===== config.mk =====
export PLATFORM = sky130hd
export DESIGN_NAME = csi2_rx_stat
export DESIGN_NICKNAME = d
export VERILOG_FILES = /design/src/source/csi2_pkg.sv /design/src/source/csi2_hdr_ecc.sv /design/src/source/csi2_crc16.sv /design/src/source/csi2_pkt_ctrl.sv /design/src/source/csi2_stat_acc.sv /design/src/source/csi2_rx_stat.sv
export VERILOG_INCLUDE_DIRS = /design/src /design/src/include
export SDC_FILE = /design/constraint.sdc
export NUM_CORES = 1
export LEC_CHECK = 0
export ABC_AREA = 0
export BUFFER_PORTS_ARGS = -buffer_cell sky130_fd_sc_hd__clkbuf_2
export CORE_MARGIN = 4
export CORE_UTILIZATION = 54
export CTS_CLUSTER_SIZE = 16
export DETAILED_ROUTE_END_ITERATION = 10
export PLACE_DENSITY = 0.8
export SYNTH_ARGS = -nofsm -noshare
export SYNTH_HDL_FRONTEND = slang
export SYNTH_HIERARCHICAL = 1
export SYNTH_SLANG_ARGS = --single-unit

===== constraint.sdc =====
create_clock -name clk_i -period 8.6 [get_ports clk_i]
set_input_delay 0.86 -clock clk_i [delete_from_list [all_inputs] [get_ports clk_i]]
set_output_delay 0.86 -clock clk_i [all_outputs]
set_load 0.05 [all_outputs]

===== src/include/csi2_rx_cfg.svh =====
`ifndef CSI2_RX_CFG_SVH
`define CSI2_RX_CFG_SVH

`define CSI2_STAT_W   32
`define CSI2_PIX_W    32
`define CSI2_CRC_W    16

`define CSI2_CRC_INIT 16'hFFFF
`define CSI2_CRC_POLY 16'h8408 // Reflected x^16+x^12+x^5+1.

`endif


===== src/source/csi2_pkg.sv =====
`include "csi2_rx_cfg.svh"

package csi2_pkg;

  typedef enum logic [5:0] {
    DT_FS    = 6'h00, // Frame start.
    DT_FE    = 6'h01,
    DT_LS    = 6'h02,
    DT_LE    = 6'h03,
    DT_RAW8  = 6'h2A,
    DT_RAW10 = 6'h2B
  } csi2_dt_e;

  typedef enum logic [1:0] {
    ST_HDR,
    ST_PAYLOAD,
    ST_FOOTER,
    ST_DROP // Wait for next header.
  } pkt_state_e;

  typedef logic [`CSI2_STAT_W-1:0] stat_t;
  typedef logic [`CSI2_PIX_W-1:0]  pix_word_t;

endpackage


===== src/source/csi2_hdr_ecc.sv =====
`timescale 1ns/1ps

module csi2_hdr_ecc (
  input  logic [23:0] hdr_i,
  input  logic [5:0]  ecc_i,
  output logic [23:0] hdr_o,
  output logic        err_o,
  output logic        corr_o
);

  // Data bits covered by each parity bit, P5 down to P0.
  localparam logic [5:0][23:0] ECC_MASK = {
    24'hEFFC00,
    24'hDF03F0,
    24'hB8E38E,
    24'h749A6D,
    24'hF2555B,
    24'hF12CB7
  };

  logic [5:0]       parity;
  logic [5:0]       syndrome;
  logic [23:0][5:0] ecc_col;
  logic [23:0]      flip;

  always_comb begin
    for (int k = 0; k < 6; k++) begin
      parity[k] = ^(hdr_i & ECC_MASK[k]);
      for (int i = 0; i < 24; i++)
        ecc_col[i][k] = ECC_MASK[k][i]; // Syndrome of a bad data bit.
    end
  end

  assign syndrome = parity ^ ecc_i;

  always_comb begin
    for (int i = 0; i < 24; i++)
      flip[i] = (syndrome == ecc_col[i]);
  end

  assign hdr_o = hdr_i ^ flip;
  assign err_o = |syndrome;

  // A lone syndrome bit means the ECC field itself took the hit.
  assign corr_o = (|flip) || $onehot(syndrome);

endmodule


===== src/source/csi2_crc16.sv =====
`timescale 1ns/1ps
`include "csi2_rx_cfg.svh"

module csi2_crc16 import csi2_pkg::*; (
  input  logic                   clk_i,
  input  logic                   srst_i,
  input  logic                   init_i,
  input  logic                   en_i,
  input  pix_word_t              data_i,
  input  logic                   check_i,
  input  logic [`CSI2_CRC_W-1:0] crc_rx_i,
  output logic                   bad_o
);

  logic [`CSI2_CRC_W-1:0] crc_q;

  function automatic logic [`CSI2_CRC_W-1:0] crc_word(
    input logic [`CSI2_CRC_W-1:0] crc,
    input pix_word_t              word
  );
    logic [`CSI2_CRC_W-1:0] c;
    logic                   fb;
    c = crc;
    // Byte 0 goes first and every byte goes LSB first, so bit order is plain.
    for (int i = 0; i < $bits(pix_word_t); i++) begin
      fb = c[0] ^ word[i];
      c  = c >> 1;
      if (fb)
        c = c ^ `CSI2_CRC_POLY;
    end
    return c;
  endfunction

  always_ff @(posedge clk_i, posedge srst_i) begin
    if (srst_i)
      crc_q <= `CSI2_CRC_INIT;
    else if (init_i)
      crc_q <= `CSI2_CRC_INIT;
    else if (en_i)
      crc_q <= crc_word(crc_q, data_i);
  end

  assign bad_o = check_i && (crc_q != crc_rx_i);

endmodule


===== src/source/csi2_pkt_ctrl.sv =====
`timescale 1ns/1ps

module csi2_pkt_ctrl import csi2_pkg::*; (
  input  logic        clk_i,
  input  logic        srst_i,
  input  logic        pkt_valid_i,
  input  logic        pkt_sop_i,
  input  pix_word_t   pkt_data_i,
  output logic [23:0] hdr_o,
  output logic [5:0]  ecc_o,
  input  logic [23:0] hdr_i,
  input  logic        hdr_err_i,
  input  logic        hdr_corr_i,
  output logic        crc_init_o,
  output logic        crc_en_o,
  output logic        crc_check_o,
  input  logic        crc_bad_i,
  output pix_word_t   video_data_o,
  output logic        video_valid_o,
  output logic        video_last_o,
  output logic        video_user_o,
  output logic        header_err_o,
  output logic        corr_header_err_o,
  output logic        crc_err_o
);

  localparam logic [5:0] DT_LONG_MIN = 6'h10;

  pkt_state_e  state;
  csi2_dt_e    hdr_dt;
  logic [13:0] words_left;
  logic        fs_flag;
  logic        hdr_vld;
  logic        body_vld;
  logic        hdr_bad;
  logic        hdr_long;
  logic        last_word;

  assign hdr_o = pkt_data_i[23:0];
  assign ecc_o = pkt_data_i[29:24];

  assign hdr_dt    = csi2_dt_e'(hdr_i[5:0]);
  assign hdr_vld   = pkt_valid_i && pkt_sop_i;
  assign body_vld  = pkt_valid_i && !pkt_sop_i;
  assign hdr_bad   = hdr_err_i && !hdr_corr_i;
  assign hdr_long  = (hdr_i[5:0] >= DT_LONG_MIN);
  assign last_word = (words_left == 14'd1);

  assign crc_init_o  = hdr_vld && !hdr_bad && hdr_long;
  assign crc_en_o    = body_vld && (state == ST_PAYLOAD);
  assign crc_check_o = body_vld && (state == ST_FOOTER);

  // A header word restarts the FSM from any state.
  always_ff @(posedge clk_i, posedge srst_i) begin
    if (srst_i) begin
      state      <= ST_HDR;
      words_left <= '0;
      fs_flag    <= 1'b0;
    end else if (hdr_vld) begin
      if (hdr_bad) begin
        state <= ST_DROP;
      end else if (!hdr_long) begin
        state <= ST_HDR;
        if (hdr_dt == DT_FS)
          fs_flag <= 1'b1;
      end else begin
        words_left <= hdr_i[23:10]; // Byte count to words.
        if (hdr_i[23:10] == '0)
          state <= ST_FOOTER;
        else
          state <= ST_PAYLOAD;
      end
    end else if (crc_en_o) begin
      words_left <= words_left - 1'b1;
      fs_flag    <= 1'b0;
      if (last_word)
        state <= ST_FOOTER;
    end else if (crc_check_o) begin
      state <= ST_HDR;
    end
  end

  always_ff @(posedge clk_i, posedge srst_i) begin
    if (srst_i) begin
      video_valid_o     <= 1'b0;
      video_last_o      <= 1'b0;
      video_user_o      <= 1'b0;
      header_err_o      <= 1'b0;
      corr_header_err_o <= 1'b0;
      crc_err_o         <= 1'b0;
    end else begin
      video_valid_o     <= crc_en_o;
      video_last_o      <= crc_en_o && last_word;
      video_user_o      <= crc_en_o && fs_flag;
      header_err_o      <= hdr_vld && hdr_err_i;
      corr_header_err_o <= hdr_vld && hdr_corr_i;
      crc_err_o         <= crc_check_o && crc_bad_i;
    end
  end

  always_ff @(posedge clk_i) begin
    if (crc_en_o)
      video_data_o <= pkt_data_i;
  end

endmodule


===== src/source/csi2_stat_acc.sv =====
`timescale 1ns/1ps

module csi2_stat_acc import csi2_pkg::*; (
  input  logic  clk_i,
  input  logic  srst_i,
  input  logic  clear_stat_i,
  input  logic  video_valid_i,
  input  logic  video_last_i,
  input  logic  video_user_i,
  input  logic  header_err_i,
  input  logic  corr_header_err_i,
  input  logic  crc_err_i,
  output stat_t header_err_cnt_o,
  output stat_t corr_header_err_cnt_o,
  output stat_t crc_err_cnt_o,
  output stat_t max_ln_per_frame_o,
  output stat_t min_ln_per_frame_o,
  output stat_t max_px_per_ln_o,
  output stat_t min_px_per_ln_o
);

  stat_t px_cnt;
  stat_t px_len;
  stat_t ln_cnt;
  logic  frame_seen;
  logic  line_end;
  logic  frame_start;

  assign line_end    = video_valid_i && video_last_i;
  assign frame_start = video_valid_i && video_user_i;
  assign px_len      = px_cnt + 1'b1;

  always_ff @(posedge clk_i, posedge srst_i) begin
    if (srst_i) begin
      header_err_cnt_o      <= '0;
      corr_header_err_cnt_o <= '0;
      crc_err_cnt_o         <= '0;
    end else if (clear_stat_i) begin
      header_err_cnt_o      <= '0;
      corr_header_err_cnt_o <= '0;
      crc_err_cnt_o         <= '0;
    end else begin
      if (header_err_i)
        header_err_cnt_o <= header_err_cnt_o + 1'b1;
      if (header_err_i && corr_header_err_i) // Fixed headers only.
        corr_header_err_cnt_o <= corr_header_err_cnt_o + 1'b1;
      if (crc_err_i)
        crc_err_cnt_o <= crc_err_cnt_o + 1'b1;
    end
  end

  // Running counts are not touched by a clear.
  always_ff @(posedge clk_i, posedge srst_i) begin
    if (srst_i) begin
      px_cnt     <= '0;
      ln_cnt     <= '0;
      frame_seen <= 1'b0;
    end else if (video_valid_i) begin
      px_cnt <= video_last_i ? '0 : px_len;
      if (video_user_i) begin
        ln_cnt     <= video_last_i ? stat_t'(1) : '0; // One-word first line.
        frame_seen <= 1'b1;
      end else if (video_last_i) begin
        ln_cnt <= ln_cnt + 1'b1;
      end
    end
  end

  always_ff @(posedge clk_i, posedge srst_i) begin
    if (srst_i) begin
      max_px_per_ln_o <= '0;
      min_px_per_ln_o <= '1;
    end else if (clear_stat_i) begin
      max_px_per_ln_o <= '0;
      min_px_per_ln_o <= '1;
    end else if (line_end) begin
      if (px_len > max_px_per_ln_o)
        max_px_per_ln_o <= px_len;
      if (px_len < min_px_per_ln_o)
        min_px_per_ln_o <= px_len;
    end
  end

  // Frame length is known only when the next frame starts.
  always_ff @(posedge clk_i, posedge srst_i) begin
    if (srst_i) begin
      max_ln_per_frame_o <= '0;
      min_ln_per_frame_o <= '1;
    end else if (clear_stat_i) begin
      max_ln_per_frame_o <= '0;
      min_ln_per_frame_o <= '1;
    end else if (frame_start && frame_seen) begin
      if (ln_cnt > max_ln_per_frame_o)
        max_ln_per_frame_o <= ln_cnt;
      if (ln_cnt < min_ln_per_frame_o)
        min_ln_per_frame_o <= ln_cnt;
    end
  end

endmodule


===== src/source/csi2_rx_stat.sv =====
`timescale 1ns/1ps
`include "csi2_rx_cfg.svh"

module csi2_rx_stat import csi2_pkg::*; (
  input  logic      clk_i,
  input  logic      srst_i,
  input  logic      clear_stat_i,
  input  logic      pkt_valid_i,
  input  logic      pkt_sop_i,
  input  pix_word_t pkt_data_i,
  output pix_word_t video_data_o,
  output logic      video_valid_o,
  output logic      video_last_o,
  output logic      video_user_o,
  output stat_t     header_err_cnt_o,
  output stat_t     corr_header_err_cnt_o,
  output stat_t     crc_err_cnt_o,
  output stat_t     max_ln_per_frame_o,
  output stat_t     min_ln_per_frame_o,
  output stat_t     max_px_per_ln_o,
  output stat_t     min_px_per_ln_o
);

  logic [23:0] hdr_raw;
  logic [5:0]  ecc_raw;
  logic [23:0] hdr_fix;
  logic        hdr_err;
  logic        hdr_corr;
  logic        crc_init;
  logic        crc_en;
  logic        crc_check;
  logic        crc_bad;
  logic        header_err;
  logic        corr_header_err;
  logic        crc_err;

  csi2_pkt_ctrl u_ctrl (
    .clk_i             (clk_i),
    .srst_i            (srst_i),
    .pkt_valid_i       (pkt_valid_i),
    .pkt_sop_i         (pkt_sop_i),
    .pkt_data_i        (pkt_data_i),
    .hdr_o             (hdr_raw),
    .ecc_o             (ecc_raw),
    .hdr_i             (hdr_fix),
    .hdr_err_i         (hdr_err),
    .hdr_corr_i        (hdr_corr),
    .crc_init_o        (crc_init),
    .crc_en_o          (crc_en),
    .crc_check_o       (crc_check),
    .crc_bad_i         (crc_bad),
    .video_data_o      (video_data_o),
    .video_valid_o     (video_valid_o),
    .video_last_o      (video_last_o),
    .video_user_o      (video_user_o),
    .header_err_o      (header_err),
    .corr_header_err_o (corr_header_err),
    .crc_err_o         (crc_err)
  );

  csi2_hdr_ecc u_ecc (
    .hdr_i  (hdr_raw),
    .ecc_i  (ecc_raw),
    .hdr_o  (hdr_fix),
    .err_o  (hdr_err),
    .corr_o (hdr_corr)
  );

  csi2_crc16 u_crc (
    .clk_i    (clk_i),
    .srst_i   (srst_i),
    .init_i   (crc_init),
    .en_i     (crc_en),
    .data_i   (pkt_data_i),
    .check_i  (crc_check),
    .crc_rx_i (pkt_data_i[`CSI2_CRC_W-1:0]), // Footer CRC field.
    .bad_o    (crc_bad)
  );

  csi2_stat_acc u_stat (
    .clk_i                 (clk_i),
    .srst_i                (srst_i),
    .clear_stat_i          (clear_stat_i),
    .video_valid_i         (video_valid_o),
    .video_last_i          (video_last_o),
    .video_user_i          (video_user_o),
    .header_err_i          (header_err),
    .corr_header_err_i     (corr_header_err),
    .crc_err_i             (crc_err),
    .header_err_cnt_o      (header_err_cnt_o),
    .corr_header_err_cnt_o (corr_header_err_cnt_o),
    .crc_err_cnt_o         (crc_err_cnt_o),
    .max_ln_per_frame_o    (max_ln_per_frame_o),
    .min_ln_per_frame_o    (min_ln_per_frame_o),
    .max_px_per_ln_o       (max_px_per_ln_o),
    .min_px_per_ln_o       (min_px_per_ln_o)
  );

endmodule


==> results of run 1 <==
-- sequential cells by signal, summed over array words and instances (netlist names) --
| register | count |
|---|---|
| u_crc/crc_q | 16 |
| u_ctrl/corr_header_err_o | 1 |
| u_ctrl/crc_err_o | 1 |
| u_ctrl/fs_flag | 1 |
| u_ctrl/header_err_o | 1 |
| u_ctrl/state | 2 |
| u_ctrl/video_data_o | 32 |
| u_ctrl/video_last_o | 1 |
| u_ctrl/video_user_o | 1 |
| u_ctrl/video_valid_o | 1 |
| u_ctrl/words_left | 14 |
| u_stat/corr_header_err_cnt_o | 32 |
| u_stat/crc_err_cnt_o | 32 |
| u_stat/frame_seen | 1 |
| u_stat/header_err_cnt_o | 32 |
| u_stat/ln_cnt | 32 |
| u_stat/max_ln_per_frame_o | 32 |
| u_stat/max_px_per_ln_o | 32 |
| u_stat/min_ln_per_frame_o | 32 |
| u_stat/min_px_per_ln_o | 32 |
| u_stat/px_cnt | 32 |
-- per-layer routing --
layer | track usage | up-vias | wire length [um]
li1 | - | 8646 | -
met1 | 0.355 | 9212 | 26700
met2 | 0.448 | 671 | 30200
met3 | 0.0468 | 138 | 3980
met4 | 0.0919 | 0 | 2050
met5 | 0 | - | 0
-- final cells by class --
type	count	area, um^2	share of cell area
tap	539	674	0.0259
multi-input combinational	1713	12300	0.473
clock inverter	15	235	0.00903
inverter	180	679	0.0261
sequential	360	9270	0.356
timing repair buffer	314	1630	0.0625
clock buffer	63	1250	0.0481
-- worst max-delay path, stage by stage --
cell and delay [ns]:
clkbuf_2 0.19, xor2_1 0.22, xnor2_1 0.26, xnor3_2 0.56
xnor2_1 0.16, ha_1 0.28, inv_1 0.08, fa_1 0.42
ha_1 0.22, fa_1 0.39, xor2_1 0.16, nor3b_1 0.18
a21oi_1 0.07, o221ai_1 0.08, a21oi_1 0.06, o21ai_1 0.14
nor2b_1 0.15, o31ai_2 1.07, o21ai_0 0.26, a22oi_1 0.22
-- final timing paths --
kind                                                from                                endpoint  slack (ns)  depth (start not counted)
max                                       pkt_data_i[20]        u_ctrl/words_left[2]$_DFFE_PP0P_        3.08                         20
min                                               srst_i     u_stat/crc_err_cnt_o[0]$_DFFE_PP0P_        0.45                          2
max reg2reg                 u_stat/px_cnt[0]$_DFFE_PP0P_  u_stat/min_px_per_ln_o[22]$_DFFE_PP1P_        3.23                         12
min reg2reg                u_stat/frame_seen$_DFFE_PP0P_           u_stat/frame_seen$_DFFE_PP0P_        0.49                          1
max in group asynchronous                         srst_i           u_stat/px_cnt[16]$_DFFE_PP0P_        6.07                          4
min in group clk_i         u_stat/frame_seen$_DFFE_PP0P_           u_stat/frame_seen$_DFFE_PP0P_        0.49                          1
-- where the power goes --
part | total, mW | switching [mW] | internal [mW]
combinational | 3.86 | 2.01 | 1.85
sequential | 1.99 | 0.131 | 1.86
clock | 1.93 | 0.741 | 1.19
-- metrics by stage --
stage,setup WS [ns],total power [mW],instances,hold WS [ns]
floorplan,2.98,5.15,2390,0.435
global placement,2.88,5.79,3106,0.487
detailed placement,2.62,5.85,3106,0.471
CTS,3.23,7.81,3184,0.451
global route,2.78,8.19,3184,0.482
finish,3.08,7.79,3184,0.449
==> results.json, run 1 <==
{
  "outcome": "complete, no violations",
  "final_layout_size_suffix_gt1_frac": 0.192,
  "worst_pin_slew_ns": 1.26,
  "numCtsBuffers": 43,
  "cts_hold_buf": 0,
  "cts_setup_buffers": 0,
  "fin_crit_sh": 0.642,
  "final_cell_area_um2": 26100,
  "p_leak_nw": 12.3,
  "fillCellCount": 3429,
  "fmax_mhz": 181,
  "end_kind": "register",
  "finalSetupViolCount": 0,
  "powerDensity_nw_per_um2": 299,
  "fin_skew_ns": 0.0347,
  "synthCells": 2390,
  "rows": 75,
  "final_nets": 2796,
  "finalCriticalPeriod_ns": 5.52,
  "wl_per_cell_um": 19.8,
  "synth_area_um2": 22900,
  "ctsResizeCount": 0,
  "antenna_found_initial": 0,
  "layout_common_cells": "clkbuf_2 (294), nor2_1 (267), dfrtp_1 (248)",
  "synth.net_count": 2574,
  "clk_path_buf_depth": 3,
  "io_buffers": 295,
  "insertion_delay_ns": 0.57,
  "grt_max_degree": 128,
  "timing.setup.tns_ns": 0,
  "vdd_ir_drop_max_v": 0.000553,
  "postRouteAntennaNets": 0,
  "final_common_cell": "clkbuf_2",
  "gp_congestion": 0.918,
  "core-area_um2": 41900,
  "num_io_pins": 296,
  "startpoint_type": "input pin",
  "die_area_um2": 45800,
  "area_delta_synth_final_pct": 13.7,
  "yosysWarnings": 6,
  "grt_pass1_wl_mm": 102,
  "overflow": 0,
  "drv_cap": 0,
  "vias_per_cell": 5.86,
  "wirelength_mm": 62.9,
  "drtIter0Drc": 1721,
  "die_y_um": 214,
  "postPlaceCellArea_um2": 24600,
  "track_usage": 0.268,
  "slew_violations": 0,
  "crit_fanout": 18,
  "hold_viol": 0,
  "crit_arrival_ns": 6.01,
  "min_path_type": "input pin to async pin",
  "die_width_um": 214,
  "path_clk_slew_ns": 0.06,
  "diodes": 0,
  "synth_area_per_cell_um2": 9.59,
  "final_util": 0.621,
  "htree_levels": 2,
  "vias": 18700,
  "grt_pass1_vias": 18800,
  "rsz0062_at_grt": "false",
  "path_class": "input pin to register",
  "cts_sinks": 360,
  "hpwl_mm": 45.2,
  "cts_tree": "yes",
  "clockRootBuffer": "clkbuf_16",
  "initial_utilization": 0.546,
  "first_pass_iters": 5,
  "drc_errors": 0,
  "critPathRequiredTime_ns": 9.09,
  "slew_headroom": 0.152
}
No activity file was read; power rests on OpenSTA's default activity.
==> run 2: changes to the inputs <==
CORE_UTILIZATION = 55   (was 54)
PLACE_DENSITY = 0.78   (was 0.8)
clock period = 5.4 ns   (was 8.6 ns; I/O delays follow)
==> run 2 against run 1 <==
  * Clock power is 56% higher
  * Global-route usage is 0.063 points higher
  * Register-to-register slack worse by 2.5 ns
  * Via count is 1.1% lower
  * Sequential share of layout area is 0.25 points lower
  * Sequential cell count stayed put
  * Largest cell class unchanged
==> results.json, run 2 (synthesized netlist as in run 1, its figures left out) <==
{
  "hpwl_mm": 44.7,
  "end_kind": "register",
  "min_path_type": "input pin to register",
  "path_class": "input pin to register",
  "overflow": 0,
  "finalSetupViolCount": 0,
  "final_common_cell": "clkbuf_2",
  "reg2reg_slack_ns": 0.69,
  "die_area_um2": 45000,
  "htree_levels": 2,
  "core-area_um2": 41000,
  "fin_skew_ns": 0.0169,
  "cts_tree": "yes",
  "layout_common_cells": "clkbuf_2 (294), nor2_1 (267), dfrtp_1 (248)",
  "finalCriticalPeriod_ns": 5.04,
  "grt_max_degree": 171,
  "powerDensity_nw_per_um2": 475,
  "cts_hold_buf": 0,
  "postPlaceCellArea_um2": 24800,
  "drv_cap": 0,
  "final_cell_area_um2": 26200,
  "cts_sinks": 360,
  "finalNonFillerCells": 3200,
  "vias": 18500,
  "dp.cells": 3122,
  "vdd_ir_drop_max_v": 0.00118,
  "p_leak_nw": 12.4,
  "wirelength_mm": 61.8,
  "insertion_delay_ns": 0.56,
  "fmax_mhz": 198,
  "hold_viol": 0,
  "wl_per_cell_um": 19.3,
  "numCtsBuffers": 42,
  "track_usage": 0.269,
  "drc_errors": 0,
  "rsz0062_at_grt": "false",
  "power_mw": 12.5,
  "final_nets": 2818,
  "drtIter0Drc": 1630,
  "initial_utilization": 0.559,
  "die_y_um": 212,
  "timing.setup.tns_ns": 0,
  "crit_fanout": 18,
  "path_clk_slew_ns": 0.06,
  "critPathRequiredTime_ns": 5.86,
  "slew_headroom": 0.193,
  "worst_pin_slew_ns": 1.20,
  "die_width_um": 212,
  "grt_pass1_vias": 18400,
  "rows": 74,
  "postRouteAntennaNets": 0,
  "area_delta_synth_final_pct": 14.5,
  "gp_congestion": 0.919,
  "outcome": "complete, no violations",
  "io_buffers": 295,
  "clockRootBuffer": "clkbuf_16",
  "clk_path_buf_depth": 3,
  "ctsResizeCount": 0,
  "slew_violations": 0,
  "cts_setup_buffers": 0,
  "final_layout_size_suffix_gt1_frac": 0.200,
  "antenna_found_initial": 1,
  "num_io_pins": 296,
  "first_pass_iters": 6,
  "grt_pass1_wl_mm": 98.6,
  "crit_arrival_ns": 5.50,
  "vias_per_cell": 5.77,
  "startpoint_type": "input pin",
  "fin_crit_sh": 0.934
}
run 2: cell count changes in the layout (fill, tap and decap cells not counted), sizes merged:
cell / previous run / this run
clkinvlp: 2 / 4
bufinv: 6 / 5
buf: 19 / 42
clkbuf: 358 / 355
diode: 0 / 1
clkinv: 7 / 8
run 2: routing by layer:
metal | GRT usage | share of wire | routed length, um
met1 | 0.370 | 0.43 | 26600
met2 | 0.438 | 0.48 | 29800
met3 | 0.0438 | 0.059 | 3670
met4 | 0.0836 | 0.027 | 1690
met5 | 0 | 0 | 0
run 2: final cells by class:
cell class	instances	area (um^2)
multi-input combinational	1713	12300
antenna	1	2.50
sequential	360	9270
inverter	180	679
fill	3321	14800
timing repair buffer	337	1840
clock inverter	17	225
tap	532	666
clock buffer	60	1240
run 2: final timing paths:
check | cells after the start | endpoint | start
max | 20 | u_ctrl/words_left[2]$_DFFE_PP0P_ | pkt_data_i[21]
min reg2reg | 2 | u_ctrl/video_user_o$_DFF_PP0_ | u_ctrl/fs_flag$_DFFE_PP0P_
min | 1 | u_ctrl/video_data_o[30]$_DFFE_PP_ | pkt_data_i[30]
min in group asynchronous | 2 | u_ctrl/state[0]$_DFFE_PP0P_ | srst_i
max reg2reg | 13 | u_stat/max_px_per_ln_o[13]$_DFFE_PP0P_ | u_stat/px_cnt[0]$_DFFE_PP0P_
max in group asynchronous | 3 | u_stat/max_ln_per_frame_o[11]$_DFFE_PP0P_ | srst_i
run 2: power by group:
part | switching [mW] | internal (mW) | total [mW]
Clock | 1.18 | 1.85 | 3.02
Combinational | 3.25 | 3.02 | 6.27
Sequential | 0.213 | 2.97 | 3.18
Total | 4.65 | 7.83 | 12.5
run 2: stage by stage:
| stage | hold slack (ns) | util | worst slack [ns] |
|---|---|---|---|
| final | 0.197 | 0.640 | 0.358 |
| after global routing | 0.182 | 0.640 | 0.00137 |
| after CTS | 0.168 | 0.640 | 0.481 |
| after detailed placement | 0.478 | 0.604 | -0.0597 |
| after global placement | 0.487 | 0.604 | 0.0201 |
| after floorplan | 0.435 | - | 0.0988 |
run 2: worst max-delay path, cell delays in order:
cell	delay [ns]
clkbuf_2	0.17
xor2_1	0.21
xnor2_1	0.28
xnor3_2	0.49
xor2_1	0.18
ha_1	0.30
inv_1	0.06
fa_1	0.42
ha_1	0.23
fa_1	0.37
xor2_1	0.15
nor3b_1	0.19
a21oi_1	0.07
o221ai_1	0.09
a21oi_1	0.07
o21ai_1	0.11
nor2b_1	0.09
o31ai_2	0.99
o21ai_0	0.26
a22oi_1	0.24
==> run 3: changes to the inputs <==
CORE_UTILIZATION = 25   (was 55)
PLACE_DENSITY = 0.43   (was 0.78)
REMOVE_ABC_BUFFERS = 1   (was not set)
==> run 3 against run 2 <==
  * Sequential power barely moved
  * Global-route usage shrank 13 points
  * Count of clock-buffer cells in the layout increased by 12
  * Critical path type is now register to register
  * Critical endpoint is now u_stat/min_px_per_ln_o[21]$_DFFE_PP1P_
  * Largest power group unchanged
  * Highest routed layer unchanged
==> results.json, run 3 (synthesized netlist as in run 1, its figures left out) <==
{
  "pwr-share-comb": 0.485,
  "fin_crit_sh": 0.885,
  "swShare": 0.369,
  "powerDensity_nw_per_um2": 469,
  "drc_errors": 0,
  "finalCriticalPeriod_ns": 4.78,
  "num_io_pins": 296,
  "area_delta_synth_final_pct": 18.7,
  "track_usage": 0.140,
  "r2r_end": "u_stat/min_px_per_ln_o[21]$_DFFE_PP1P_",
  "regArea_um2": 9270,
  "slew_headroom": 0.222,
  "critPathBufInv": 2,
  "crit_family": "simple AND/OR/NAND/NOR gates",
  "path_class": "register to register",
  "fin_skew_ns": 0.0304,
  "worstPathCellList": "nand3_1 -> nor4_2 -> nand3_1 -> xnor2_1 -> ha_1 -> a21o_1 -> a21o_1 -> a211oi_1 -> o21ai_1 -> nor2_2 -> buf_4 -> buf_4 -> mux2i_1",
  "min_path_type": "input pin to register",
  "worst_pin_slew_ns": 1.16,
  "preCtsSetupSlack_ns": 0.245,
  "cts_tree": "yes",
  "worst-path-stages": 13,
  "critPathRequiredTime_ns": 5.91,
  "insertion_delay_ns": 0.59,
  "finalSetupViolCount": 0,
  "slew_violations": 0,
  "crit_fanout": 12,
  "crit_slowest_cell": "nor4_2",
  "die_y_um": 311,
  "clockRootBuffer": "clkbuf_16",
  "reg2reg_slack_ns": 0.62,
  "finalNonFillerCells": 3851,
  "clockPowerShare": 0.266,
  "startpoint_type": "register",
  "dp.cells": 3759,
  "hold_ws_ns": 0.194,
  "grt_pass1_vias": 18500,
  "fin_ws_ns": 0.621,
  "rr_worst_depth": 13,
  "io_buffers": 295,
  "clk_path_buf_depth": 3,
  "grt_pass1_wl_mm": 110,
  "htree_levels": 2,
  "slowest_delay_ns": 0.78,
  "core-area_um2": 90400,
  "switchingPower_mw": 4.72,
  "wirelength_mm": 69.0,
  "path_clk_slew_ns": 0.06,
  "pwr-share-seq": 0.249,
  "initial_utilization": 0.254,
  "hold_viol": 0,
  "p_int_mw": 8.06,
  "timing.setup.tns_ns": 0,
  "numCtsBuffers": 49,
  "fillCellCount": 9420,
  "cts_sinks": 360,
  "first_pass_iters": 7,
  "multi_input_area_um2": 12300,
  "ctsResizeCount": 0,
  "die_area_um2": 96600,
  "vdd_ir_drop_max_v": 0.000872,
  "p_leak_nw": 12.5,
  "r2r-start": "u_stat/px_cnt[0]$_DFFE_PP0P_",
  "postRouteAntennaNets": 0,
  "cts_setup_buffers": 0,
  "layout_common_cells": "clkbuf_2 (294), nor2_1 (267), dfrtp_1 (248)",
  "die_width_um": 311,
  "drtIter0Drc": 1020,
  "cts_hold_buf": 0,
  "crit_arrival_ns": 5.29,
  "vias": 18100,
  "final_layout_size_suffix_gt1_frac": 0.202,
  "vias_per_cell": 4.69,
  "outcome": "complete, no violations",
  "overflow": 0,
  "grt_max_degree": 189,
  "rows": 110,
  "end_kind": "register",
  "antenna_found_initial": 1,
  "final_common_cell": "clkbuf_2",
  "wl_per_cell_um": 17.9,
  "gp_congestion": 0.842,
  "final_nets": 2818,
  "drv_cap": 0,
  "fmax_mhz": 209,
  "rsz0062_at_grt": "false",
  "hpwl_mm": 50.5,
  "endpoint": "u_stat/min_px_per_ln_o[21]$_DFFE_PP1P_",
  "cp-startpoint": "u_stat/px_cnt[0]$_DFFE_PP0P_"
}
run 3: cell count changes in the layout (fill, tap and decap cells not counted), moves of 4 or more:
| cell | before | now |
|---|---|---|
| clkinv_2 | 7 | 11 |
| clkbuf_16 | 45 | 52 |
| buf_4 | 39 | 33 |
| clkinvlp_4 | 4 | 0 |
| clkbuf_8 | 7 | 11 |
run 3: worst min path at each step:
stage                                       start  slack [ns]  cells after the start                                 to
floorplan           u_stat/frame_seen$_DFFE_PP0P_        0.43                      1      u_stat/frame_seen$_DFFE_PP0P_
global placement    u_stat/frame_seen$_DFFE_PP0P_        0.45                      1      u_stat/frame_seen$_DFFE_PP0P_
detailed placement  u_stat/frame_seen$_DFFE_PP0P_        0.46                      1      u_stat/frame_seen$_DFFE_PP0P_
CTS                                pkt_data_i[31]        0.16                      1  u_ctrl/video_data_o[31]$_DFFE_PP_
global route                       pkt_data_i[31]        0.16                      1  u_ctrl/video_data_o[31]$_DFFE_PP_
finish                             pkt_data_i[31]        0.19                      1  u_ctrl/video_data_o[31]$_DFFE_PP_
run 3: layout make-up:
cell class | instances | share of cell area
Tap cell | 1176 | 0.0541
Multi-Input combinational cell | 1713 | 0.452
Clock buffer | 72 | 0.0546
Antenna cell | 1 | 0.0000919
Clock inverter | 19 | 0.00791
Inverter | 180 | 0.0251
Timing Repair Buffer | 330 | 0.0652
Sequential cell | 360 | 0.341
run 3: power by group through the flow:
stage | clock network, mW | logic [mW] | registers (mW)
finish | 3.40 | 6.20 | 3.18
global route | 3.65 | 6.75 | 3.20
CTS | 3.54 | 6.29 | 3.17
detailed placement | 0 | 6.25 | 3.21
global placement | 0 | 6.28 | 3.21
floorplan | 0 | 4.85 | 3.24
run 3: through the flow:
stage                     power (mW)   util  instance area [um^2]
after global routing            13.6  0.301                 27200
after global placement          9.49  0.282                 25500
after CTS                       13.0  0.301                 27200
after detailed placement        9.46  0.282                 25500
final                           12.8  0.301                 27200
after floorplan                 8.08      -                 22200
run 3: metal layers:
metal / GRT usage / vias up / part of all wire
met3: 0.0244 / 104 / 0.045
li1: - / 8699 / -
met5: 0 / - / 0
met2: 0.238 / 403 / 0.48
met4: 0.0406 / 0 / 0.027
met1: 0.183 / 8866 / 0.45
